==> config.mk <==
export PLATFORM = sky130hd
export DESIGN_NAME = tlb_sweep_counter
export DESIGN_NICKNAME = d
export VERILOG_FILES = /design/src/hdl/tlb_pkg.sv /design/src/hdl/tlb_sweep_counter.sv
export VERILOG_INCLUDE_DIRS = /design/src /design/src/hdl
export SDC_FILE = /design/constraint.sdc
export NUM_CORES = 1
export LEC_CHECK = 0
export BUFFER_PORTS_ARGS = -buffer_cell sky130_fd_sc_hd__buf_2
export CAP_MARGIN = 20
export CORE_AREA = 2 2 39 41
export DETAILED_ROUTE_END_ITERATION = 10
export DIE_AREA = 0 0 41 43
export GPL_TIMING_DRIVEN = 0
export PLACE_DENSITY_LB_ADDON = 0.25
export SLEW_MARGIN = 40
export SYNTH_ARGS = -nofsm -noshare
export SYNTH_HDL_FRONTEND = slang
export SYNTH_SLANG_ARGS = --single-unit
==> constraint.sdc <==
create_clock -name clk_g -period 1.15 [get_ports clk_g]
set_input_delay 0.23 -clock clk_g [delete_from_list [all_inputs] [get_ports clk_g]]
set_output_delay 0.23 -clock clk_g [all_outputs]
set_load 0.005 [all_outputs]
==> src/hdl/tlb_cfg.svh <==
`ifndef TLB_CFG_SVH
`define TLB_CFG_SVH

// ====================
// tlb geometry
// ====================
`define TLB_WAYS          4
`define TLB_SETS_LOG2     6
`define TLB_SETS          (1 << `TLB_SETS_LOG2)
`define TLB_PAGE_BITS     12

// address and field widths
`define TLB_VADDR_BITS    32
`define TLB_PADDR_BITS    36
`define TLB_ASID_BITS     8
`define TLB_PPN_BITS      24
// tag is what is left above set index and page offset
`define TLB_TAG_BITS      (`TLB_VADDR_BITS - `TLB_SETS_LOG2 - `TLB_PAGE_BITS)

// boot region sits at the very top of virtual space
`define TLB_BOOT_TAG      14'h3FFF
`define TLB_BOOT_PPN_BASE 24'hFFF000

`endif
==> src/hdl/tlb_pkg.sv <==
`include "tlb_cfg.svh"

package tlb_pkg;

	// ====================
	// width types
	// ====================
	typedef logic [`TLB_VADDR_BITS-1:0] vaddr_t;
	typedef logic [`TLB_PADDR_BITS-1:0] paddr_t;
	typedef logic [`TLB_ASID_BITS-1:0] asid_t;
	typedef logic [`TLB_SETS_LOG2-1:0] set_idx_t;
	typedef logic [$clog2(`TLB_WAYS)-1:0] way_idx_t;
	typedef logic [`TLB_TAG_BITS-1:0] tag_t;
	typedef logic [`TLB_PPN_BITS-1:0] ppn_t;
	// read, write, execute
	typedef logic [2:0] rwx_t;

	// one stored translation, 52 bits
	typedef struct packed {
		logic valid;
		// global entries ignore the asid compare
		logic glb;
		// set by a store hit, drives write-back on replace
		logic modified;
		rwx_t rwx;
		asid_t asid;
		tag_t tag;
		ppn_t ppn;
	} tlb_entry_t;

	// control fsm states
	typedef enum logic [3:0] {
		ST_FILL, ST_RUN, ST_FLUSH_RD, ST_FLUSH_WR, ST_RD,
		ST_WR_RD, ST_WR_CHK, ST_WB, ST_WR
	} tlb_state_t;

endpackage

==> src/hdl/tlb_sweep_counter.sv <==
`timescale 1ns/1ps

module tlb_sweep_counter (
	input  logic              clk_g,
	input  logic              rst_i,
	// restart the sweep at set 0
	input  logic              clear_i,
	// move to the next set
	input  logic              step_i,
	output tlb_pkg::set_idx_t set_o,
	// high while the last set is addressed
	output logic              last_o
);

	// ====================
	// set index
	// ====================
	always_ff @(posedge clk_g or posedge rst_i) begin
		if (rst_i) begin
			set_o <= '0;
		end else if (clear_i) begin
			set_o <= '0;
		end else if (step_i) begin
			// wraps back to 0 after the last set
			set_o <= set_o + 1'b1;
		end
	end

	// all ones is the final set of the table
	assign last_o = (set_o == '1);

endmodule

## Word level (Yosys, flattened, before mapping)

Index checks and enable logic that the tools add are counted.

| word-level totals | value |
|---|---|
| word-level logic and storage cells | 6 |
| output and inout port bits | 7 |
| register bits | 6 |
| input port bits | 4 |

| cells by class | value |
|---|---|
| reductions and logical operators | 1 |
| equal/unequal tests | 1 |
| $add $sub $neg | 1 |
| multiplexer cells | 2 |

Operators with widths:

| kind | number |
|---|---|
| $mux 6 | 2 |
| $add 6x1->6 const B | 1 |
| $eq 6x6->1 const B | 1 |
| $reduce_bool 2->1 | 1 |

## Depth between registers and ports, before layout

| logic depth | value |
|---|---|
| word-level depth | 3 |
| mapped depth | 4 |

## Worst setup path before layout

OpenSTA, ideal clock, no wires.

| timing | value |
|---|---|
| path kind | register to register |
| from | reg set_o[0] |
| to | reg set_o[5] |
| required time | 1.073 ns |
| arrival | 1.006 ns |
| path buffers | 0 |
| period minus slack after synthesis | 1.083 ns |
| slack | 0.067 ns |
| cell stages (with the launch flop) | 4 |
| path through | dfrtp_1 nand4_2 or3_1 a21oi_1 |

| between the ends | value |
|---|---|
| cells in the longest elaborated chain, start to end | 3 |

RTL lines:

| what | RTL line | RTL |
|---|---|---|
| from (decl) | tlb_sweep_counter.sv:10 | `output tlb_pkg::set_idx_t set_o,` |
| from (signal assigned) | tlb_sweep_counter.sv:25 | `set_o <= set_o + 1'b1;` |
| $add 6x1->6 | tlb_sweep_counter.sv:25 |  |
| $mux 6 | tlb_sweep_counter.sv:23 | `end else if (step_i) begin` |
| $mux 6 | tlb_sweep_counter.sv:21 | `end else if (clear_i) begin` |

No other way between the ends. The select of a mux whose other input is x is not followed.
A chain may end at the register's enable or synchronous reset.

## Final worst setup path

| timing | value |
|---|---|
| from | reg set_o[0] |
| to | out last_o |

| between the ends | value |
|---|---|
| cells in the longest elaborated chain, start to end | 1 |

RTL lines:

| what | RTL line | RTL |
|---|---|---|
| $eq 6x6->1 | tlb_sweep_counter.sv:30 | `assign last_o = (set_o == '1);` |
| to (decl) | tlb_sweep_counter.sv:12 | `output logic last_o` |

No other way between the ends.

==> out/qor.yml <==
reg2reg_slack_ns: -0.10
power_switching_w: 0.000120
n_antenna_cell: 0
cts-root-buf: "clkbuf_4"
rows: 14
rsz0062_at_grt: "yes"
post-route-min-period_ns: 1.30
tightest_slew_ns: 0.262
netlist_area_um2: 282
status: "finished with violations"
power_density_nw_per_um2: 1170
initial_core_util_pct: 20.3
areaGrowthSynthToFinish_pct: 51.6
finalCritPeriodShare_pct: 113
grt.overflow.total: 0
grt_pass1_wl_um: 1130
worstPathRequired_ns: 0.92
syn_inst: 27
seqPwrFrac_pct: 45.1
max-vdd-ir-drop_uv: 313
combPwrFrac_pct: 14.4
p_leak_nw: 0.220
cts_tree: "built"
critPathMaxFanout: 2
crit_type: "reg -> out"
violations: "negative setup slack"
viasPerCell: 4.11
vias: 251
synth_area_leaders: "dfrtp_1, xor2_1, nor2_1"
drt.antenna.violating_nets: 0
clkLatencyLatePin_ns: 0.25
maxSlewHeadroom_pct: 82.5
drive_above_1_share_pct: 42.2
endpoint: "last_o"
fill_cells: 153
fin_cells: 61
top_regs: "set_o x6"
end_kind: "output pin"
core_um2: 1380
holdWs_ns: 0.224
die-area_um2: 1760
htree_num_levels: 1
cts_sinks: 6
drt_iter0_markers: 1
port_buffers: 10
total_power_w: 0.000498
synth_fp_nets: 32
ys_types: 14
die_w_um: 41
grt_pass1_vias: 255
numCtsBuffers: 3
synth_warnings: 0
worstReg2RegStart: "set_o[0]$_DFFE_PP0P_"
clockBufferDepth: 2
antenna_found_initial: 0
switching_share_pct: 24.1
max_freq_mhz: 769
r2r_cells: 5
max_cap_violations: 0
seq_area_frac_synth_pct: 53.3
clk_pin_slew_ns: 0.05
wl_per_cell_um: 11.0
syn_area_per_cell_um2: 10.4
arrival_ns: 1.07
hold_path_class: "in -> reg"
pre_cts_ws_ns: 0.00251
start_kind: "register"
drv_slew: 0
die_y_um: 43
first_pass_iters: 4
finalHoldViolCount: 0
fin_worst_skew_ns: 0.00369
pwr-share-clk_pct: 40.5
yosys.area.top_type: "dfrtp_1"
grt_usage_pct: 10.6
ys_ff_latch: 6
dp_hpwl_um: 445
drc_errors: 0
dp_cells: 53
timing.rr.end: "set_o[5]$_DFFE_PP0P_"
grt_max_degree: 7
power.internal_w: 0.000378
setup_viol: 4
wl_um: 669
startpoint: "set_o[0]$_DFFE_PP0P_"
setup_ws_ns: -0.150
top_register: "set_o"
layout.nets: 52
io_pins: 11
synth_top_cell_area_share_pct: 53.3
gp_congestion: 0.627
largest_reg_flops: 6
timing repair:
action                     CTS  global route
buffers inserted             3             2
resized for setup            1             2
hold endpoints to repair     6             0
hold buffers                 1             0
pin swaps                    2             4
setup endpoints to repair    2             5
cells by family (layout without fill, tap and decap cells):
logic type	after synthesis	in the layout	share of synthesized area (%)
simple gates	12	12	21.3
flops	6	6	53.3
xor+xnor	4	4	12.4
compound gates	2	2	3.55
fa+ha+maj	1	1	4.44
mux	1	1	3.56
buf+inv	1	19	1.33
layer usage:
layer	vias to the layer above	wire [µm]	track usage [%]
li1	126	-	-
met1	119	263	10.4
met2	4	364	15.3
met3	2	34	6.28
met4	0	7	8.00
met5	-	0	0
critical path: stages (launching register included):
cell and delay [ns]:
dfrtp_1 0.36, ha_2 0.19, nand3_1 0.07, nor2_1 0.09, buf_2 0.11
cells in the final DEF, fill, tap and decap left out:
cell and instances:
inv_1 1, nand4_2 1, buf_4 3, a21oi_1 1
dfrtp_1 6, mux2i_1 1, ha_2 1, buf_6 2
dlygate4sd3_1 1, xnor2_1 1, nand4_1 1, buf_2 9
nand3_1 1, xor2_1 3, nand2_1 2, clkbuf_4 3
or3_1 1, o21ai_0 1, nor2_1 6
final cells by class:
cell class | instances | area (µm²) | area share [%]
Tap cell | 16 | 20.0 | 4.69
Multi-Input combinational cell | 20 | 130 | 30.5
Inverter | 1 | 3.75 | 0.880
Clock buffer | 3 | 22.5 | 5.28
Sequential cell | 6 | 150 | 35.2
Timing Repair Buffer | 15 | 100 | 23.5
Yosys cell counts:
cell type,count
xnor2_1,1
xor2_1,3
nand2_1,2
a21oi_1,1
ha_1,1
nand3_1,1
nand4_1,1
nor2_1,6
nand4_2,1
dfrtp_1,6
o21ai_0,1
mux2i_1,1
or3_1,1
inv_1,1
stage by stage:
stage	cell area, µm²	util (%)	setup TNS [ns]
2_1_floorplan	282	-	0
3_3_place_gp	352	25.4	0
3_5_place_dp	352	25.4	0
4_1_cts	409	29.6	-0.171
5_1_grt	427	30.8	-0.567
6_report	427	30.8	-0.338
power by group through the flow:
| stage | Combinational [W] | Sequential, W | Clock, W |
|---|---|---|---|
| floorplan | 0.0000190 | 0.000232 | 0 |
| global placement | 0.0000410 | 0.000232 | 0 |
| detailed placement | 0.0000411 | 0.000232 | 0 |
| CTS | 0.0000606 | 0.000224 | 0.000212 |
| global route | 0.0000790 | 0.000225 | 0.000225 |
| finish | 0.0000718 | 0.000224 | 0.000201 |
worst min path at each step:
| stage | from | endpoint | slack (ns) | cells after the start |
|---|---|---|---|---|
| 6_report | clear_i | set_o[2]$_DFFE_PP0P_ | 0.22 | 2 |
| 5_1_grt | clear_i | set_o[5]$_DFFE_PP0P_ | 0.22 | 2 |
| 4_1_cts | clear_i | set_o[2]$_DFFE_PP0P_ | 0.22 | 2 |
| 3_5_place_dp | rst_i | set_o[4]$_DFFE_PP0P_ | 0.17 | 2 |
| 3_3_place_gp | rst_i | set_o[4]$_DFFE_PP0P_ | 0.16 | 2 |
| 2_1_floorplan | rst_i | set_o[0]$_DFFE_PP0P_ | 0.02 | 1 |
(Power assumes the default switching activity.)
