`src/hdl/tlb_cfg.svh`:
```
`ifndef TLB_CFG_SVH
`define TLB_CFG_SVH

// ====================
// tlb geometry
// ====================
`define TLB_WAYS          4
`define TLB_SETS_LOG2     6
`define TLB_SETS          (1 << `TLB_SETS_LOG2)
`define TLB_PAGE_BITS     12

// address and field widths
`define TLB_VADDR_BITS    32
`define TLB_PADDR_BITS    36
`define TLB_ASID_BITS     8
`define TLB_PPN_BITS      24
// tag is what is left above set index and page offset
`define TLB_TAG_BITS      (`TLB_VADDR_BITS - `TLB_SETS_LOG2 - `TLB_PAGE_BITS)

// boot region sits at the very top of virtual space
`define TLB_BOOT_TAG      14'h3FFF
`define TLB_BOOT_PPN_BASE 24'hFFF000

`endif
```
`src/hdl/tlb_pkg.sv`:
```
`include "tlb_cfg.svh"

package tlb_pkg;

	// ====================
	// width types
	// ====================
	typedef logic [`TLB_VADDR_BITS-1:0] vaddr_t;
	typedef logic [`TLB_PADDR_BITS-1:0] paddr_t;
	typedef logic [`TLB_ASID_BITS-1:0] asid_t;
	typedef logic [`TLB_SETS_LOG2-1:0] set_idx_t;
	typedef logic [$clog2(`TLB_WAYS)-1:0] way_idx_t;
	typedef logic [`TLB_TAG_BITS-1:0] tag_t;
	typedef logic [`TLB_PPN_BITS-1:0] ppn_t;
	// read, write, execute
	typedef logic [2:0] rwx_t;

	// one stored translation, 52 bits
	typedef struct packed {
		logic valid;
		// global entries ignore the asid compare
		logic glb;
		// set by a store hit, drives write-back on replace
		logic modified;
		rwx_t rwx;
		asid_t asid;
		tag_t tag;
		ppn_t ppn;
	} tlb_entry_t;

	// control fsm states
	typedef enum logic [3:0] {
		ST_FILL, ST_RUN, ST_FLUSH_RD, ST_FLUSH_WR, ST_RD,
		ST_WR_RD, ST_WR_CHK, ST_WB, ST_WR
	} tlb_state_t;

endpackage

```
`src/hdl/tlb_lookup.sv`:
```
`timescale 1ns/1ps
`include "tlb_cfg.svh"

module tlb_lookup (
	input  logic                                  clk_g,
	input  logic                                  rst_i,
	// request, already gated by ready
	input  logic                                  xlat_i,
	input  logic                                  we_i,
	input  tlb_pkg::vaddr_t                       vaddr_i,
	input  tlb_pkg::asid_t                        asid_i,
	// lookup port read data, one cycle behind vaddr_i
	input  tlb_pkg::tlb_entry_t [`TLB_WAYS-1:0]   way_data_i,
	// lookup port address and modified-bit update
	output tlb_pkg::set_idx_t                     upd_set_o,
	output logic [`TLB_WAYS-1:0]                  upd_we_o,
	output tlb_pkg::tlb_entry_t                   upd_data_o,
	// result, two cycles after the request
	output logic                                  result_valid_o,
	output logic                                  hit_o,
	output tlb_pkg::paddr_t                       paddr_o,
	output tlb_pkg::rwx_t                         rights_o
);

	// stage 1, aligned with the ram read
	logic                  xlat_q;
	logic                  we_q;
	tlb_pkg::vaddr_t       vaddr_q;
	tlb_pkg::asid_t        asid_q;
	// compare results
	logic                  hit_any;
	tlb_pkg::way_idx_t     hit_way;
	tlb_pkg::tlb_entry_t   hit_entry;
	tlb_pkg::set_idx_t     upd_set_q;

	always_ff @(posedge clk_g or posedge rst_i) begin
		if (rst_i) begin
			xlat_q <= 1'b0;
			we_q   <= 1'b0;
		end else begin
			xlat_q <= xlat_i;
			we_q   <= we_i;
		end
	end

	always_ff @(posedge clk_g) begin
		vaddr_q <= vaddr_i;
		asid_q  <= asid_i;
	end

	// ====================
	// way compare
	// ====================
	always_comb begin
		hit_any   = 1'b0;
		hit_way   = '0;
		hit_entry = way_data_i[0];
		// walk down so the lowest matching way is the one kept
		for (int w = `TLB_WAYS-1; w >= 0; w--) begin
			if (way_data_i[w].valid
				&& way_data_i[w].tag == vaddr_q[`TLB_VADDR_BITS-1 -: `TLB_TAG_BITS]
				&& (way_data_i[w].asid == asid_q || way_data_i[w].glb)
				&& |way_data_i[w].rwx) begin
				hit_any   = 1'b1;
				hit_way   = tlb_pkg::way_idx_t'(w);
				hit_entry = way_data_i[w];
			end
		end
	end

	// stage 2 result and store-hit update strobe
	always_ff @(posedge clk_g or posedge rst_i) begin
		if (rst_i) begin
			result_valid_o <= 1'b0;
			hit_o          <= 1'b0;
			upd_we_o       <= '0;
		end else begin
			result_valid_o <= xlat_q;
			hit_o          <= xlat_q & hit_any;
			upd_we_o       <= '0;
			if (xlat_q && we_q && hit_any) upd_we_o[hit_way] <= 1'b1;
		end
	end

	always_ff @(posedge clk_g) begin
		// a miss reports zero address and no rights
		paddr_o    <= hit_any ? {hit_entry.ppn, vaddr_q[`TLB_PAGE_BITS-1:0]} : '0;
		rights_o   <= hit_any ? hit_entry.rwx : '0;
		upd_set_q  <= vaddr_q[`TLB_PAGE_BITS +: `TLB_SETS_LOG2];
		upd_data_o <= hit_entry;
		upd_data_o.modified <= 1'b1;
	end

	// pending update owns the port, a lookup in that cycle reads the updated set
	assign upd_set_o = |upd_we_o ? upd_set_q : vaddr_i[`TLB_PAGE_BITS +: `TLB_SETS_LOG2];

endmodule

```
`config.mk`:
```
export PLATFORM = sky130hd
export DESIGN_NAME = tlb_lookup
export DESIGN_NICKNAME = d
export VERILOG_FILES = /design/src/hdl/tlb_pkg.sv /design/src/hdl/tlb_lookup.sv
export VERILOG_INCLUDE_DIRS = /design/src /design/src/hdl
export SDC_FILE = /design/constraint.sdc
export NUM_CORES = 1
export LEC_CHECK = 0
export BUFFER_PORTS_ARGS = -buffer_cell sky130_fd_sc_hd__buf_4
export CORE_AREA = 3 3 136 138
export CTS_BUF_LIST = sky130_fd_sc_hd__clkbuf_16
export CTS_CLUSTER_DIAMETER = 40
export DETAILED_ROUTE_END_ITERATION = 12
export DIE_AREA = 0 0 139 141
export GPL_TIMING_DRIVEN = 0
export PLACE_DENSITY = 0.71
export SYNTH_ARGS = -nofsm -noshare
export SYNTH_HDL_FRONTEND = slang
export SYNTH_SLANG_ARGS = --single-unit
```
`constraint.sdc`:
```
create_clock -name clk_g -period 5.46 [get_ports clk_g]
set_clock_uncertainty 0.1 [all_clocks]
set_input_delay 1.092 -clock clk_g [delete_from_list [all_inputs] [get_ports clk_g]]
set_output_delay 1.092 -clock clk_g [all_outputs]
set_load 0.005 [all_outputs]
```
After elaboration in Yosys (flattened, before gate mapping)
Cells that the tools add are included.
{"block": "classes", "n_reduce_logical": 24, "n_mux": 16, "eq_ne": 8, "magnitude_cmp": 2, "n_bitwise": 1}
{"cell": "$mux W52", "n": 4}
{"cell": "$eq A14 B14 Y1", "n": 4}
{"cell": "$eq A8 B8 Y1", "n": 4}
{"cell": "$logic_and A1 B1 Y1", "n": 15}
{"cell": "$reduce_or A3 Y1", "n": 4}
{"cell": "$mux W2", "n": 4}
{"cell": "$mux W6", "n": 1}
{"cell": "$mux W1", "n": 5}
{"cell": "$logic_or A1 B1 Y1", "n": 4}
{"cell": "$mux W4", "n": 1}
{"cell": "$reduce_or A4 Y1", "n": 1}
{"cell": "$lt A2 B3 Y1 const B", "n": 1}
{"cell": "$demux W1 S2", "n": 1}
{"cell": "$ge A2 B1 Y1 const B", "n": 1}
{"cell": "$and A1 B1 Y1", "n": 1}
{"block": "word_totals", "in_bits": 252, "register_bits": 144, "output_inout_bits": 103}

Longest topological paths before layout
{"block": "logic_depth", "depth_word": 13, "ltp_mapped": 9, "depth_no_buf": 6}

Worst setup path before layout
Ideal clock, no wire load.
{"block": "synth_timing", "kind": "input to register", "start": "input way_data_i[133] (netlist name)", "end": "register upd_data_o[12] (netlist name)", "setup_slack_ns": 2.324, "setup_time_ns": 0.126, "cell_stages": 7, "t_required_ns": 5.234, "arrival_ns": 2.910, "cell_sequence": "xor2_1 > or4_4 > nor4_4 > a222oi_1 > or2_1 > clkbuf_1 > o2bb2ai_1"}
{"element": "from (decl)", "line_no": "tlb_lookup.sv:13", "source": "input tlb_pkg::tlb_entry_t [`TLB_WAYS-1:0] way_data_i,"}
{"element": "to (signal assigned)", "line_no": "tlb_lookup.sv:90", "source": "upd_data_o <= hit_entry;"}
{"element": "to (decl)", "line_no": "tlb_lookup.sv:17", "source": "output tlb_pkg::tlb_entry_t upd_data_o,"}

==> run_results.csv <==
group,metric,value,unit
worst_setup_path,startpoint_type,"input pin",
floorplan,core,0.0173,sq mm
timing,setup-tns-final,0,ps
timing,fin_crit,3800,ps
logic_synthesis,yosys.area_share.simple,0.122,
detailed_routing,firstDrtPassIters,7,
logic_synthesis,synth_seq_area_share,0.474,
logic_synthesis,synth_most_common_cell,"dfxtp_1",
logic_synthesis,syn_avg_cell_area,10.0,sq um
logic_synthesis,synth-async-reset-ratio,0.0556,
clock_network,clk_latency,420,ps
grt,grt-ovfl-total,0,
layout,fillers,1533,
detailed_routing,num_vias,6465,
logic_synthesis,synth_ff_type,"dfxtp_1",
timing,fmax,0.263,GHz
grt,grt_pass1_vias,6519,
clock_network,cts_setup_buffers,0,
logic_synthesis,synth.area.top_cells,"dfxtp_1 44%, xnor2_1 8.5%, o31ai_1 6.6%",
floorplan,dieHeight,141,microns
clock_network,cts.repair.resized,0,
worst_hold_path,worstHoldPathType,"reg -> reg",
worst_setup_path,crit_top_cell,"clkbuf_1",
floorplan,start_util,0.357,
detailed_routing,drt_iter0_markers,438,
place,gp_congestion,0.882,
floorplan,pin_count,355,
worst_setup_path,crit_buf_inv,3,
grt,grtUsageTotal,0.258,
worst_setup_path,path_max_fanout,10,
grt,grt_pass1_wl,38700,microns
logic_synthesis,synth_top_area_cell,"dfxtp_1",
timing,rsz0062_at_grt,"false",
logic_synthesis,yosys.area.top_type_share,0.441,
worst_setup_path,path_class,"in -> reg",
detailed_routing,ant_nets,0,
timing,setup_viol,0,
timing,tightest_slew,1250,ps
place,hpwl,21000,microns
clock_network,cts_root_buf,"clkbuf_16",
logic_synthesis,synth_edf_count,0,
logic_synthesis,syn_area,0.00617,sq mm
detailed_routing,drt_drc_violations_left,0,
logic_synthesis,postSynthCellCount,616,
clock_network,tritoncts,"yes",
timing,hold_viol,0,
logic_synthesis,synth_fp_nets,868,
status,status,"completed",
logic_synthesis,synth-xor-area-share,0.125,
pwr,p_leak,4.17,nW
flow_run,maxCapViolCount,0,
place,placed_cell_area,0.00907,sq mm
worst_setup_path,cpLargestDelayFamily,"buffers and inverters",
logic_synthesis,synthMuxAreaShare,0.0110,
clock_network,numCtsBuffers,17,
pwr,finalPower,0.00264,W
logic_synthesis,yosys-top-cells-count,"136 x dfxtp_1, 60 x xnor2_1, 54 x o31ai_1, 43 x nor2_1, 41 x o21ai_0",
floorplan,num_rows,48,
logic_synthesis,synth_compound_area_frac,0.230,
logic_synthesis,synth_top_family_by_area,"compound AO/OA/AOI/OAI gates",
clock_network,cts_sinks,144,
layout,area.growth.synth_to_final,57.1,%
clock_network,path_clk_slew,70,ps
layout,utilization,0.560,
floorplan,dieArea,0.0196,sq mm
grt,grt_max_degree,17,
logic_synthesis,yosys_register_bits,144,
place,port_buffers,349,
worst_setup_path,cp.required,5720,ps
timing,min_period_over_period,0.697,
layout,design_area,0.00969,sq mm
pwr,powerDensity,272,mW/mm^2
layout,drive_gt1_frac,0.415,
layout,multi_input_area,0.00302,sq mm
grt,antenna_found_initial,2,
clock_network,cts_max_level,4,
worst_setup_path,critical_path.slowest_cell,"clkbuf_1",
detailed_routing,wl,26200,microns
timing,report.final.slew_viol_count,0,
logic_synthesis,ys_warn_count,0,
pwr,peakVddDrop,0.220,mV
timing,max-slew-margin-rel,0.158,
worst_setup_path,cp-end-kind,"register",
layout,final_net_count,1236,
worst_setup_path,arrival,4060,ps
detailed_routing,avgRoutedWirePerCell,21.4,microns
layout,seq_area,0.00292,sq mm
logic_synthesis,synth_cell_types,43,
worst_setup_path,slowest_delay,670,ps
logic_synthesis,synth_fa_ha_area_frac,0,
floorplan,die_w,139,microns
clock_network,cts.hold.buffers_added,0,
detailed_routing,viasPerCell,5.28,
worst_setup_path,crit_chain,"buf_4 > xor2_1 > nor4_1 > a41o_1 > nor4b_4 > clkbuf_1 > clkbuf_1 > o21ai_0 > nand2_1",
clock_network,clockBufferDepth,2,
==> cell families after synthesis <==
kind of cell	Yosys count
other	1
AND/OR/NAND/NOR	141
flip-flops	144
AO/OA/AOI/OAI	185
buffers and inverters	51
multiplexers	6
XOR/XNOR	88
==> routing by layer <==
| layer | track usage | share of wire | up-vias |
|---|---|---|---|
| met5 | 0 | 0 | - |
| met4 | 0.0788 | 0.021 | 0 |
| met3 | 0.0689 | 0.080 | 36 |
| met2 | 0.451 | 0.51 | 340 |
| met1 | 0.313 | 0.39 | 3058 |
| li1 | - | - | 3031 |
==> final cells by class <==
| cell class | instances | area share |
|---|---|---|
| buffer | 49 | 0.0227 |
| clock inverter | 15 | 0.0194 |
| timing repair buffer | 349 | 0.270 |
| multi-input combinational | 421 | 0.312 |
| sequential | 144 | 0.302 |
| antenna | 3 | 0.000775 |
| inverter | 2 | 0.000775 |
| clock buffer | 17 | 0.0439 |
| tap | 225 | 0.0290 |
==> placed cells by master (no fill, tap or decap), types with 6 or more instances in the layout <==
| cell type | count |
|---|---|
| xnor2_1 | 60 |
| nor2b_1 | 13 |
| nand2_1 | 33 |
| buf_4 | 355 |
| clkbuf_16 | 17 |
| dfrtp_1 | 8 |
| nand4_1 | 18 |
| o2bb2ai_1 | 11 |
| xor2_1 | 28 |
| clkbuf_1 | 37 |
| mux2_2 | 6 |
| dfxtp_1 | 136 |
| o31ai_1 | 54 |
| nor4_1 | 8 |
| a221oi_2 | 10 |
| o21ai_1 | 9 |
| a221oi_1 | 39 |
| o21bai_1 | 12 |
| o21ai_0 | 41 |
| nor2_1 | 43 |
==> final timing paths <==
| kind | to | start | slack [ps] | depth (start not counted) |
|---|---|---|---|---|
| worst max-delay path | upd_data_o[50] | way_data_i[43] | 1660 | 9 |
| worst min-delay path | upd_set_q[2] | vaddr_q[14] | 220 | 0 |
| worst max register to register | upd_data_o[50] | asid_q[5] | 2040 | 8 |
| worst min register to register | upd_set_q[2] | vaddr_q[14] | 220 | 0 |
| max in group asynchronous | we_q | rst_i | 4510 | 2 |
| min in group asynchronous | result_valid_o | rst_i | 510 | 2 |
==> metrics by stage <==
stage	instances	hold slack (ps)	worst slack, ps
global route	1224	221	1490
floorplan	616	210	2320
global placement	1190	211	1220
finish	1225	217	1660
detailed placement	1190	212	1210
CTS	1222	219	1630
==> flip-flops by register name (all words and copies together), names as in the netlist <==
name	flops
asid_q	8
hit_o	1
paddr_o	36
result_valid_o	1
rights_o	3
upd_data_o	51
upd_set_q	6
upd_we_o	4
vaddr_q	32
we_q	1
xlat_q	1
==> worst reg2reg max path: cells and delay by family (launching register included) <==
kind                      cells  cell delay (ps)
DFF                           1              370
xor gates and xnor gates      1              180
and+or+nand+nor               3              970
buffers and inverters         2             1240
AOI/OAI and AO/OA             2              500
==> report_power, final <==
part           internal (W)  switching [W]
logic              0.000199       0.000125
registers           0.00109      0.0000199
clock network      0.000697       0.000507
total               0.00199       0.000652
Power figures use the tool's default switching activity.
