==> config.mk <==
export PLATFORM = sky130hd
export DESIGN_NAME = tlb_ctrl_fsm
export DESIGN_NICKNAME = d
export VERILOG_FILES = /design/src/hdl/tlb_pkg.sv /design/src/hdl/tlb_ctrl_fsm.sv
export VERILOG_INCLUDE_DIRS = /design/src /design/src/hdl
export SDC_FILE = /design/constraint.sdc
export NUM_CORES = 1
export LEC_CHECK = 0
export BUFFER_PORTS_ARGS = -buffer_cell sky130_fd_sc_hd__buf_2
export CAP_MARGIN = 20
export CORE_AREA = 5 5 236 238
export CTS_BUF_LIST = sky130_fd_sc_hd__clkbuf_8
export DETAILED_ROUTE_END_ITERATION = 16
export DIE_AREA = 0 0 241 243
export GPL_ROUTABILITY_DRIVEN = 0
export SLEW_MARGIN = 20
export SYNTH_ARGS = -nofsm -noshare
export SYNTH_HDL_FRONTEND = slang
export SYNTH_SLANG_ARGS = --single-unit
export TNS_END_PERCENT = 100
==> constraint.sdc <==
create_clock -name clk_g -period 5.7 [get_ports clk_g]
set_input_delay 0.57 -clock clk_g [delete_from_list [all_inputs] [get_ports clk_g]]
set_output_delay 0.57 -clock clk_g [all_outputs]
set_load 0.01 [all_outputs]
==> src/hdl/tlb_cfg.svh <==
`ifndef TLB_CFG_SVH
`define TLB_CFG_SVH

// ====================
// tlb geometry
// ====================
`define TLB_WAYS          4
`define TLB_SETS_LOG2     6
`define TLB_SETS          (1 << `TLB_SETS_LOG2)
`define TLB_PAGE_BITS     12

// address and field widths
`define TLB_VADDR_BITS    32
`define TLB_PADDR_BITS    36
`define TLB_ASID_BITS     8
`define TLB_PPN_BITS      24
// tag is what is left above set index and page offset
`define TLB_TAG_BITS      (`TLB_VADDR_BITS - `TLB_SETS_LOG2 - `TLB_PAGE_BITS)

// boot region sits at the very top of virtual space
`define TLB_BOOT_TAG      14'h3FFF
`define TLB_BOOT_PPN_BASE 24'hFFF000

`endif
==> src/hdl/tlb_pkg.sv <==
`include "tlb_cfg.svh"

package tlb_pkg;

	// ====================
	// width types
	// ====================
	typedef logic [`TLB_VADDR_BITS-1:0] vaddr_t;
	typedef logic [`TLB_PADDR_BITS-1:0] paddr_t;
	typedef logic [`TLB_ASID_BITS-1:0] asid_t;
	typedef logic [`TLB_SETS_LOG2-1:0] set_idx_t;
	typedef logic [$clog2(`TLB_WAYS)-1:0] way_idx_t;
	typedef logic [`TLB_TAG_BITS-1:0] tag_t;
	typedef logic [`TLB_PPN_BITS-1:0] ppn_t;
	// read, write, execute
	typedef logic [2:0] rwx_t;

	// one stored translation, 52 bits
	typedef struct packed {
		logic valid;
		// global entries ignore the asid compare
		logic glb;
		// set by a store hit, drives write-back on replace
		logic modified;
		rwx_t rwx;
		asid_t asid;
		tag_t tag;
		ppn_t ppn;
	} tlb_entry_t;

	// control fsm states
	typedef enum logic [3:0] {
		ST_FILL, ST_RUN, ST_FLUSH_RD, ST_FLUSH_WR, ST_RD,
		ST_WR_RD, ST_WR_CHK, ST_WB, ST_WR
	} tlb_state_t;

endpackage

==> src/hdl/tlb_ctrl_fsm.sv <==
`timescale 1ns/1ps
`include "tlb_cfg.svh"

module tlb_ctrl_fsm (
	input  logic                                  clk_g,
	input  logic                                  rst_i,
	// software commands, single-cycle strobes
	input  logic                                  wr_i,
	input  logic                                  rd_i,
	input  logic                                  flush_i,
	input  tlb_pkg::set_idx_t                     sw_set_i,
	input  tlb_pkg::way_idx_t                     sw_way_i,
	input  tlb_pkg::tlb_entry_t                   sw_entry_i,
	output logic                                  rdy_o,
	output logic                                  rd_valid_o,
	output tlb_pkg::tlb_entry_t                   rd_entry_o,
	// write-back of a modified victim
	output logic                                  wb_valid_o,
	output tlb_pkg::tlb_entry_t                   wb_entry_o,
	output tlb_pkg::set_idx_t                     wb_set_o,
	output tlb_pkg::way_idx_t                     wb_way_o,
	input  logic                                  wb_ack_i,
	// sweep counter
	input  tlb_pkg::set_idx_t                     sweep_set_i,
	input  logic                                  sweep_last_i,
	output logic                                  sweep_clear_o,
	output logic                                  sweep_step_o,
	// admin port of every way
	output tlb_pkg::set_idx_t                     ram_addr_o,
	output logic [`TLB_WAYS-1:0]                  ram_we_o,
	output tlb_pkg::tlb_entry_t [`TLB_WAYS-1:0]   ram_wdata_o,
	input  tlb_pkg::tlb_entry_t [`TLB_WAYS-1:0]   ram_rdata_i
);

	tlb_pkg::tlb_state_t state;
	// command captured in run
	tlb_pkg::set_idx_t   set_q;
	tlb_pkg::way_idx_t   way_q;
	tlb_pkg::tlb_entry_t entry_q;
	// entry about to be replaced
	tlb_pkg::tlb_entry_t victim_q;
	tlb_pkg::tlb_entry_t boot_entry;

	// commands are only taken in run
	assign rdy_o = (state == tlb_pkg::ST_RUN);

	// boot mapping for the set being filled
	always_comb begin
		boot_entry          = '0;
		boot_entry.valid    = 1'b1;
		boot_entry.glb      = 1'b1;
		boot_entry.rwx      = 3'd7;
		boot_entry.tag      = `TLB_BOOT_TAG;
		boot_entry.ppn      = `TLB_BOOT_PPN_BASE + tlb_pkg::ppn_t'(sweep_set_i);
	end

	// ====================
	// admin port drive
	// ====================
	always_comb begin
		ram_addr_o    = set_q;
		ram_we_o      = '0;
		ram_wdata_o   = '0;
		sweep_clear_o = 1'b0;
		sweep_step_o  = 1'b0;
		case (state)
			tlb_pkg::ST_FILL: begin
				// last way gets the boot page, the others stay invalid
				ram_addr_o                = sweep_set_i;
				ram_we_o                  = '1;
				ram_wdata_o[`TLB_WAYS-1]  = boot_entry;
				sweep_step_o              = 1'b1;
			end
			tlb_pkg::ST_RUN: begin
				// read ahead for rd and wr, data lands next cycle
				ram_addr_o    = sw_set_i;
				sweep_clear_o = flush_i;
			end
			tlb_pkg::ST_FLUSH_RD: begin
				ram_addr_o = sweep_set_i;
			end
			tlb_pkg::ST_FLUSH_WR: begin
				ram_addr_o   = sweep_set_i;
				ram_we_o     = '1;
				sweep_step_o = 1'b1;
				// global entries survive the flush
				for (int w = 0; w < `TLB_WAYS; w++) begin
					ram_wdata_o[w]       = ram_rdata_i[w];
					ram_wdata_o[w].valid = ram_rdata_i[w].valid & ram_rdata_i[w].glb;
				end
			end
			tlb_pkg::ST_WR: begin
				ram_we_o[way_q] = 1'b1;
				ram_wdata_o     = {`TLB_WAYS{entry_q}};
			end
			default: begin
				ram_addr_o = set_q;
			end
		endcase
	end

	// ====================
	// state and strobes
	// ====================
	always_ff @(posedge clk_g or posedge rst_i) begin
		if (rst_i) begin
			state      <= tlb_pkg::ST_FILL;
			rd_valid_o <= 1'b0;
			wb_valid_o <= 1'b0;
		end else begin
			rd_valid_o <= 1'b0;
			case (state)
				tlb_pkg::ST_FILL: begin
					if (sweep_last_i) state <= tlb_pkg::ST_RUN;
				end
				tlb_pkg::ST_RUN: begin
					// flush first, then write, then read
					if (flush_i) state <= tlb_pkg::ST_FLUSH_RD;
					else if (wr_i) state <= tlb_pkg::ST_WR_RD;
					else if (rd_i) state <= tlb_pkg::ST_RD;
				end
				tlb_pkg::ST_FLUSH_RD: state <= tlb_pkg::ST_FLUSH_WR;
				tlb_pkg::ST_FLUSH_WR: begin
					state <= sweep_last_i ? tlb_pkg::ST_RUN : tlb_pkg::ST_FLUSH_RD;
				end
				tlb_pkg::ST_RD: begin
					rd_valid_o <= 1'b1;
					state      <= tlb_pkg::ST_RUN;
				end
				tlb_pkg::ST_WR_RD: state <= tlb_pkg::ST_WR_CHK;
				tlb_pkg::ST_WR_CHK: begin
					// dirty victim must reach the page table first
					if (victim_q.valid && victim_q.modified) begin
						wb_valid_o <= 1'b1;
						state      <= tlb_pkg::ST_WB;
					end else begin
						state <= tlb_pkg::ST_WR;
					end
				end
				tlb_pkg::ST_WB: begin
					if (wb_ack_i) begin
						wb_valid_o <= 1'b0;
						state      <= tlb_pkg::ST_WR;
					end
				end
				tlb_pkg::ST_WR: state <= tlb_pkg::ST_RUN;
				default: state <= tlb_pkg::ST_RUN;
			endcase
		end
	end

	// payload registers
	always_ff @(posedge clk_g) begin
		if (state == tlb_pkg::ST_RUN) begin
			set_q   <= sw_set_i;
			way_q   <= sw_way_i;
			entry_q <= sw_entry_i;
		end
		if (state == tlb_pkg::ST_RD) rd_entry_o <= ram_rdata_i[way_q];
		if (state == tlb_pkg::ST_WR_RD) victim_q <= ram_rdata_i[way_q];
		// held stable for the whole write-back
		if (state == tlb_pkg::ST_WR_CHK) begin
			wb_entry_o <= victim_q;
			wb_set_o   <= set_q;
			wb_way_o   <= way_q;
		end
	end

endmodule

* Word level (Yosys, flattened, before mapping)
Cells that the tools add are included.
** Storage, ports and cells
- Bits in registers :: 230
- Input bits :: 281
- Output and inout bits :: 335
- Logic and storage cells :: 84
** Operators by class
- Add/subtract/negate cells :: 1
- Order comparisons :: 2
- Eq/ne operators :: 12
- Mux-type cells :: 22
- Bitwise operators :: 4
- Reduce and logical (&&, ||, !) cells :: 8
** Operators by type and width (number)
- one-hot mux 156 bit (2 select lines) :: 1
- one-hot mux 52 bit (3 select lines) :: 1
- binary-select mux 52 bit (select 2 bit) :: 1
- 2-to-1 mux 52 bit :: 1
- one-hot mux 4 bit (7 select lines) :: 1
- 2-to-1 mux 4 bit :: 6
- == test 4 x 3 -> 1 bit, second input constant :: 4
- adder 13 x 7 -> 14 bit, first input constant :: 1
- one-hot mux 6 bit (2 select lines) :: 1
- == test 4 x 2 -> 1 bit, second input constant :: 2
- one-hot mux 4 bit (2 select lines) :: 1
- 2-to-1 mux 1 bit :: 6
- != test 2 bit, second input constant :: 3
- AND reduction 3 bit :: 2
- bitwise AND 1 bit :: 4
- == test 4 x 1 -> 1 bit, second input constant :: 1
- == test 4 bit, second input constant :: 1
- logical NOT 4 bit :: 1
- != test 4 bit, second input constant :: 1
- < comparator 2 x 3 -> 1 bit, second input constant :: 1
- OR reduction 3 bit :: 1
- demux 1 bit (select 2 bit) :: 1
- greater-or-equal comparator 2 x 1 -> 1 bit, second input constant :: 1
- logical AND 1 bit :: 2
- other kinds (4) :: 4

* Logic depth before layout (Yosys ltp)
Gate-level depths: netlist of the first run.
- Depth after elaboration :: 5
- Mapped depth :: 8
- Mapped depth without buffers :: 4

* Worst setup path after synthesis of the first run
Ideal clock, no wire load.
- Path type :: register to register
- Start point :: register state[1]
- End point :: register entry_q[0] (netlist name) (enable)
- Library setup time :: 552 ps
- Data arrival time :: 5033 ps
- Required time :: 5148 ps
- Path slack :: 114 ps
- Cell stages (with the launch flop) :: 5
- Path buffers :: 2
- Period minus slack after synthesis :: 5586 ps
- Path through :: dfrtp_1 -> buf_6 -> or2b_1 -> clkbuf_1 -> nor3_1
** On the way
- Longest elaborated chain between the ends :: 1
** RTL lines
- start, declared :: line tlb_ctrl_fsm.sv:35 : tlb_pkg::tlb_state_t state;
- start signal, assigned :: line tlb_ctrl_fsm.sv:107 : state <= tlb_pkg::ST_FILL;
- start signal, assigned :: line tlb_ctrl_fsm.sv:114 : if (sweep_last_i) state <= tlb_pkg::ST_RUN;
- start signal, assigned :: line tlb_ctrl_fsm.sv:118 : if (flush_i) state <= tlb_pkg::ST_FLUSH_RD;
- == test 4 x 1 -> 1 bit :: line tlb_ctrl_fsm.sv:154 : if (state == tlb_pkg::ST_RUN) begin
- end signal, assigned :: line tlb_ctrl_fsm.sv:157 : entry_q <= sw_entry_i;
- end, declared :: line tlb_ctrl_fsm.sv:39 : tlb_pkg::tlb_entry_t entry_q;
No other way between the ends.
A chain may end at the register's enable or synchronous reset.

==> qor.txt, run 1 <==
Worst IR Drop VDD: 0.226 mV
Skew-Pair Late Insertion Delay: 0.56 ns
# Max-Cap Violations: 0
Synth top area share: 0.636
Fin crit share: 0.615
CP arrival: 2.94 ns
Met2 wire length: 20,900 um
Ys async rst share: 0.0261
Initial Util: 0.198
Drt wl/cell: 19.8 um
Post-DRT Antenna Nets: 0
Sink Count: 230
Synth Net Count: 1,166
CTS tree: done
Site row count: 85
Area leader, netlist: edfxtp_1
Critical Path Fanout Max: 75
Post-DR vias/cell: 4.39
Worst setup path class: register to output pin
WHS Path Cells: 1
Fin nets: 1,790
Mapped Avg Cell Area: 12.0 um^2
Synth area leaders: edfxtp_1 (64%), nand2_1 (16%), mux4_2 (11%), buf_2 (2.0%), a21oi_1 (1.5%)
Die area: 58,600 um^2
Worst reg-to-reg path cell count: 3
DRC Markers: 0
Min Tclk post-route: 3.51 ns
Met1 Wirelength: 17,100 um
Worst setup SP type: register
Post-synth EDFFs: 224
Clock Skews: 0.0135 ns
Tot GR Track Use: 0.141
H-tree levels: 2
Max transition margin: 0.445
Fillcell total: 5,632
Met3 WL post-DR: 4540 um
Final std cell area, no fill: 15,200 um^2
Worst min path class: input pin to register
Netlist cell types: 31
Top Layer Used: met5
Via count of the routed design: 9,812
Status: finished, final reports clean
Core Region: 53,400 um^2
Die width: 241 um
Vias in the first global route: 9,834
Netlist Area Pre-Place: 10,600 um^2
P_leak: 7.47 nW
Syn Inst Count: 885
Number of synthesized register bits: 230
Final hold vios: 0
PwrDens: 466 nW/um^2
Primary FF master, synth: edfxtp_1
Worst Path Required: 5.13 ns
RSZ-0062 raised after global routing: no
YS warnings: 0
Final wirelength: 44,300 um
Placed inst area: 14,400 um^2
P&R area growth vs syn: 43.6%
Root Driver: clkbuf_8
Fin. max-slew vios: 0
Synth cell count leaders: nand2_1 (452), edfxtp_1 (224), mux4_2 (52)
Worst-Margin Slew: 0.831 ns
Drt pass-1 iters: 5
Largest net degree at the start of global routing: 120
Count leader, synth: nand2_1
Congestion Overflow GR: 0
Util after Layout: 0.284
Starting DRT DRC Count: 612
IO buf count: 615
First-pass GRT wire length: 62,200 um
Clock slew at reported path FFs: 0.06 ns
I/O pin cnt: 616
Fraction of layout cells with a size suffix above 1: 0.483
Setup-failing EPs final: 0
DP HPWL: 35,300 um
TritonCTS Buffers: 41
Die Y: 243 um
Post-synthesis sequential area ratio: 0.650
Clk buf depth: 3
F_max: 285 MHz
Setup TNS: 0 ns
# Post-CTS Setup Buffers: 0
Initial antenna violation count: 12
Worst Setup End Kind: output pin
-- cells in the final DEF, fill, tap and decap left out, types with 2 or more instances in the layout --
cell type and count:
nand3_1 17, clkbuf_8 43, nor3_2 2, nor2_1 13, clkinv_1 9, mux4_2 52
dfrtp_1 6, bufinv_16 2, diode_2 2, buf_2 615, a21oi_1 31, clkinvlp_4 2
nor2b_1 3, nand2b_1 4, nand2_1 452, o21ai_0 5, nor2_4 2, inv_1 13
edfxtp_1 224, clkinv_2 3, buf_4 13, a31oi_1 7
-- routing by layer --
metal | GRT usage | vias up
met5 | 0 | -
met4 | 0.0591 | 6
met3 | 0.0434 | 117
met2 | 0.234 | 641
met1 | 0.169 | 4684
li1 | - | 4364
-- per-stage QoR --
| stage | instances | hold slack, ns | worst slack, ns | total power, mW |
|---|---|---|---|---|
| final | 2233 | 0.182 | 2.19 | 7.08 |
| after CTS | 2231 | 0.102 | 2.17 | 7.19 |
| after global routing | 2231 | 0.123 | 1.99 | 7.53 |
| after detailed placement | 2161 | 0.405 | 2.83 | 5.68 |
| after global placement | 2161 | 0.401 | 2.90 | 5.64 |
| after floorplan | 885 | 0.361 | 0.114 | 4.34 |
-- state kept, by name, summed over array words and instances (netlist names) --
register	count
set_q	6
state	4
rd_entry_o	52
wb_valid_o	1
entry_q	52
victim_q	52
wb_set_o	6
way_q	2
rd_valid_o	1
wb_way_o	2
wb_entry_o	52
-- worst paths after layout --
check | from | to | slack, ns
worst max-delay path | state[2] | ram_wdata_o[171] | 2.19
worst min-delay path | sw_entry_i[4] | entry_q[4] | 0.18
worst max register to register | state[0] | victim_q[24] | 2.89
worst min register to register | victim_q[37] | wb_entry_o[37] | 0.41
max in group asynchronous | rst_i | state[1] | 4.95
min in group asynchronous | rst_i | rd_valid_o | 0.51
-- report_power, final --
part | switching, mW | internal [mW]
sequential | 0.134 | 2.39
clock | 0.670 | 0.783
combinational | 1.99 | 1.12
-- area by class of cell --
type | instances | area [um^2] | area share
Inverter | 3 | 11.3 | 0.000742
Sequential cell | 230 | 6880 | 0.453
Multi-Input combinational cell | 602 | 3450 | 0.227
Timing Repair Buffer | 631 | 3220 | 0.212
Clock inverter | 26 | 161 | 0.0106
Tap cell | 696 | 871 | 0.0573
Clock buffer | 43 | 592 | 0.0390
Antenna cell | 2 | 5.00 | 0.000330
-- critical path, stage by stage, from the launching register on --
cell,delay (ns)
dfrtp_1,0.53
nor2_4,0.36
and3_4,0.39
buf_4,0.61
a21oi_1,0.16
nand2_1,0.09
buf_2,0.13
-- cell families (layout without fill, tap and decap cells) --
family | count (synthesis) | in the layout | synth area share
AOI/OAI and AO/OA | 45 | 45 | 0.0228
buffers and inverters | 53 | 703 | 0.0259
DFF | 230 | 230 | 0.650
muxes | 52 | 52 | 0.111
other | 0 | 2 | 0
and+or+nand+nor | 505 | 505 | 0.190
-- repair_timing --
item,in CTS,in global routing
hold buffers,1,0
endpoints found under the hold margin,6,0
resized for setup,0,0
Power figures use the tool's default switching activity.
==> run 2: changes to the inputs <==
Settings changed: ABC_AREA set to 1, CORE_AREA 5 5 236 238 to 5 5 237 239, DIE_AREA 0 0 241 243 to 0 0 242 244.
Clock period 5.7 ns to 3.4 ns, I/O delays scaled along.
==> qor.txt, run 2 <==
Status: finished, final reports clean
Die Y: 244 um
P&R area growth vs syn: 51.5%
Worst Setup End Kind: output pin
Most frequent cells in the layout: buf_2 (615), nand2_1 (307), edfxtp_1 (224)
Most common cell after layout, fill and taps aside: buf_2
Fraction of layout cells with a size suffix above 1: 0.415
Final std cell area, no fill: 15,800 um^2
CTS tree: done
Crit-path cells: inv_1 > nand2_1 > nor2_4 > buf_4 > nand2_1 > nand2_1 > buf_2
Core Region: 53,600 um^2
Starting DRT DRC Count: 728
Skew-Pair Late Insertion Delay: 0.56 ns
Critical Path Fanout Max: 40
H-tree levels: 2
Drt wl/cell: 20.4 um
Placed Cells: 2,250
Post-synthesis sequential area ratio: 0.659
Post-DR vias/cell: 4.58
Setup-failing EPs final: 0
RR Endpoint: victim_q[17]
# Max-Cap Violations: 0
Placed inst area: 14,400 um^2
IO buf count: 615
Count leader, synth: nand2_1
P_leak: 7.76 nW
WHS Path Cells: 4
Worst reg-to-reg path cell count: 4
Util after Layout: 0.295
Post-synth EDFFs: 224
Worst setup path class: register to output pin
Ys async rst share: 0.0261
Synth top area share: 0.644
Initial Util: 0.195
Congestion Overflow GR: 0
Root Driver: clkbuf_8
I/O pin cnt: 616
Vias in the first global route: 11,474
Worst IR Drop VDD: 0.570 mV
Final wirelength: 48,800 um
PwrDens: 754 nW/um^2
Worst reg-to-reg setup slack: 1.17 ns
Fin. max-slew vios: 0
Cts repair resizes: 0
Die area: 59,000 um^2
Tot GR Track Use: 0.156
Clock slew at reported path FFs: 0.06 ns
Synth cell count leaders: nand2_1 (310), edfxtp_1 (224), inv_1 (121)
Worst min path class: input pin to register
Worst setup SP type: register
Filler-free cell count of the finished design: 2,387
DRC Markers: 0
F_max: 338 MHz
Most common cell on crit path: nand2_1
Initial antenna violation count: 11
Site row count: 85
Fin nets: 1,941
Clk buf depth: 3
Die width: 242 um
Via count of the routed design: 10,936
RSZ-0062 raised after global routing: no
Clock Skews: 0.0167 ns
Crit path max-delay cell type: buf_4
TritonCTS Buffers: 43
Number of synthesized register bits: 230
Final hold vios: 0
Setup TNS: 0 ns
Netlist Area Pre-Place: 10,400 um^2
Worst r2r src: way_q[0]
Min Tclk post-route: 2.96 ns
Netlist cell types: 22
Synth area leaders: edfxtp_1 (64%), nand2_1 (11%), inv_1 (4.3%), o221ai_1 (4.2%), a22oi_1 (3.8%)
Largest stage delay on the critical path: 0.43 ns
Sink Count: 230
DP HPWL: 37,300 um
Hold path startpoint: sweep_last_i
CP startpoint: state[3]
Primary FF master, synth: edfxtp_1
Syn Inst Count: 972
Worst Path Required: 3.06 ns
Max transition margin: 0.449
Drt pass-1 iters: 6
Hold endpoint: state[1]
Mapped Avg Cell Area: 10.7 um^2
Worst-Margin Slew: 0.826 ns
Largest net degree at the start of global routing: 103
Area leader, netlist: edfxtp_1
First-pass GRT wire length: 70,700 um
CP arrival: 2.62 ns
YS warnings: 0
Post-DRT Antenna Nets: 0
Synth Net Count: 1,253
Fin crit share: 0.869
-- run 2: worst max-delay path, delay by kind of cell, from the launching register on --
family	cells	cell delay [ns]
AND/OR/NAND/NOR	4	0.89
buffers and inverters	3	0.73
flip-flops	1	0.37
-- run 2: worst max-delay path by stage --
stage | depth (start not counted) | slack (ns) | end
after CTS | 9 | 0.39 | ram_we_o[3]
final | 7 | 0.44 | ram_wdata_o[18]
after global routing | 9 | 0.24 | ram_we_o[3]
after floorplan | 3 | 0.10 | rd_entry_o[0]
after global placement | 7 | 1.10 | ram_wdata_o[18]
after detailed placement | 9 | 1.07 | ram_we_o[3]
-- run 2: stage by stage --
step	hold WS, ns	worst slack, ns	power, mW
finish	0.109	0.445	11.9
global route	0.0632	0.245	12.6
CTS	0.0206	0.392	12.1
detailed placement	0.275	1.07	9.40
global placement	0.268	1.10	9.34
floorplan	0.131	0.104	6.90
-- run 2: layout make-up --
type	count	area, um^2
repair buffers	695	3920
diodes	3	7.51
well taps	696	871
flip-flops and latches	230	6880
clock inverters	29	173
clock buffers	44	606
fillers	5597	37800
inverters	124	469
multi-input cells	566	2900
-- run 2: kinds of logic (layout without fill, tap and decap cells) --
| logic type | count (synthesis) | count (layout) | synth area share |
|---|---|---|---|
| buffers and inverters | 176 | 892 | 0.0675 |
| other | 0 | 3 | 0 |
| AO/OA/AOI/OAI | 210 | 210 | 0.140 |
| flip-flops | 230 | 230 | 0.659 |
| AND/OR/NAND/NOR | 356 | 356 | 0.134 |
-- run 2: repair_timing --
| action | CTS | global route |
|---|---|---|
| buffers inserted | 0 | 0 |
| hold buffers | 61 | 0 |
| hold endpoints to repair | 66 | 0 |
-- run 2: per-layer routing --
metal | GRT usage | vias up | part of all wire
met5 | 0 | - | 0.00070
met3 | 0.0572 | 166 | 0.11
met1 | 0.171 | 5063 | 0.36
met4 | 0.0774 | 6 | 0.050
li1 | - | 4828 | -
met2 | 0.267 | 873 | 0.48
-- run 2: report_power, final --
part / switching [mW] / internal [mW] / total (mW)
Sequential: 0.205 / 4.04 / 4.25
Clock: 1.17 / 1.34 / 2.51
Combinational: 3.45 / 1.71 / 5.16
==> run 3: changes to the inputs <==
Settings changed: CELL_PAD_IN_SITES_DETAIL_PLACEMENT set to 0, CELL_PAD_IN_SITES_GLOBAL_PLACEMENT set to 1, CORE_AREA 5 5 237 239 to 5 5 239 241, DIE_AREA 0 0 242 244 to 0 0 244 246, PLACE_DENSITY set to 0.53.
==> qor.txt, run 3 (synthesis gave the netlist of run 2 again) <==
H-tree levels: 2
Most common cell after layout, fill and taps aside: buf_2
Filler-free cell count of the finished design: 2,399
Status: finished, final reports clean
P&R area growth vs syn: 52.0%
RSZ-0062 raised after global routing: no
Setup TNS: 0 ns
Worst reg-to-reg path cell count: 5
CTS tree: done
Post-DR vias/cell: 4.39
Initial antenna violation count: 8
Die Y: 246 um
Final setup margin: 0.348 ns
Worst IR Drop VDD: 0.399 mV
CP startpoint: state[2]
Worst setup path class: register to output pin
Critical Path Fanout Max: 44
Setup-failing EPs final: 0
Site row count: 86
Fin nets: 1,943
Met3 WL post-DR: 4050 um
Crit path to: ram_wdata_o[178]
Drt wl/cell: 21.8 um
Fin crit share: 0.898
CP arrival: 2.71 ns
Starting DRT DRC Count: 475
Final hold vios: 0
P_leak: 7.77 nW
Post-DRT Antenna Nets: 0
Placed inst area: 14,500 um^2
DRC Markers: 0
Final std cell area, no fill: 15,900 um^2
Tot GR Track Use: 0.164
Worst-Margin Slew: 0.649 ns
Clock slew at reported path FFs: 0.06 ns
Core Region: 54,700 um^2
Initial Util: 0.191
Max transition margin: 0.567
IO buf count: 615
Top Layer Used: met5
Worst setup SP type: register
Sink Count: 230
Via count of the routed design: 10,529
Cts repair resizes: 0
Met1 Wirelength: 19,700 um
Min Tclk post-route: 3.05 ns
Fin. max-slew vios: 0
# Max-Cap Violations: 0
Clk buf depth: 3
Met2 wire length: 26,100 um
Vias in the first global route: 11,238
Most frequent cells in the layout: buf_2 (615), nand2_1 (307), edfxtp_1 (224)
Congestion Overflow GR: 0
RR Endpoint: rd_entry_o[32]
Skew-Pair Late Insertion Delay: 0.58 ns
DP HPWL: 40,000 um
I/O pin cnt: 616
Worst r2r src: way_q[0]
Total power: 12.0 mW
WHS Path Cells: 4
Worst min path class: input pin to register
F_max: 328 MHz
First-pass GRT wire length: 73,900 um
Final wirelength: 52,300 um
TritonCTS Buffers: 43
Dpl ws: 0.977 ns
Placed Cells: 2,260
Clock Skews: 0.0220 ns
Worst Setup End Kind: output pin
Root Driver: clkbuf_8
Die width: 244 um
PwrDens: 758 nW/um^2
Worst Path Required: 3.06 ns
Largest net degree at the start of global routing: 107
Die area: 60,000 um^2
Worst reg-to-reg setup slack: 1.23 ns
Fraction of layout cells with a size suffix above 1: 0.415
Drt pass-1 iters: 4
run 3: worst min-delay path by stage:
stage	start	end	slack (ns)
2_1_floorplan	rst_i	rd_valid_o	0.13
3_3_place_gp	rst_i	rd_valid_o	0.29
3_5_place_dp	rst_i	rd_valid_o	0.30
4_1_cts	sweep_last_i	state[1]	0.01
5_1_grt	sweep_last_i	state[1]	0.06
6_report	sweep_last_i	state[1]	0.1
run 3: worst max-delay path: stages (launching register included):
cell and delay, ns:
dfrtp_1 0.43, inv_1 0.06, nand2_1 0.43, nor2_4 0.09, inv_4 0.41, buf_4 0.34, o211ai_1 0.12, buf_2 0.16
run 3: metal layers:
layer  track usage  up-vias
li1              -     4832
met1         0.179     4994
met2         0.295      577
met3        0.0474      118
met4        0.0733        8
met5             0        -
run 3: timing repair:
item                      4_1_cts  5_1_grt
buffers inserted                0        0
hold buffers                   61        0
hold endpoints to repair       66        0
run 3: stage by stage:
step                      hold slack [ns]  utilization
final                              0.0978        0.290
after global routing               0.0647        0.290
after CTS                          0.0130        0.290
after detailed placement            0.300        0.265
after global placement              0.291        0.265
after floorplan                     0.131            -
run 3: final cells by class:
class,instances,area [um^2]
flip-flops and latches,230,6880
fillers,5927,38800
clock buffers,45,619
inverters,124,470
repair buffers,697,3950
multi-input cells,566,2900
clock inverters,30,171
well taps,704,881
diodes,3,7.51
run 3: where the power goes:
| group | switching (mW) | internal (mW) |
|---|---|---|
| Sequential | 0.193 | 4.04 |
| Combinational | 3.52 | 1.72 |
| Clock | 1.18 | 1.37 |
| Total | 4.90 | 7.13 |
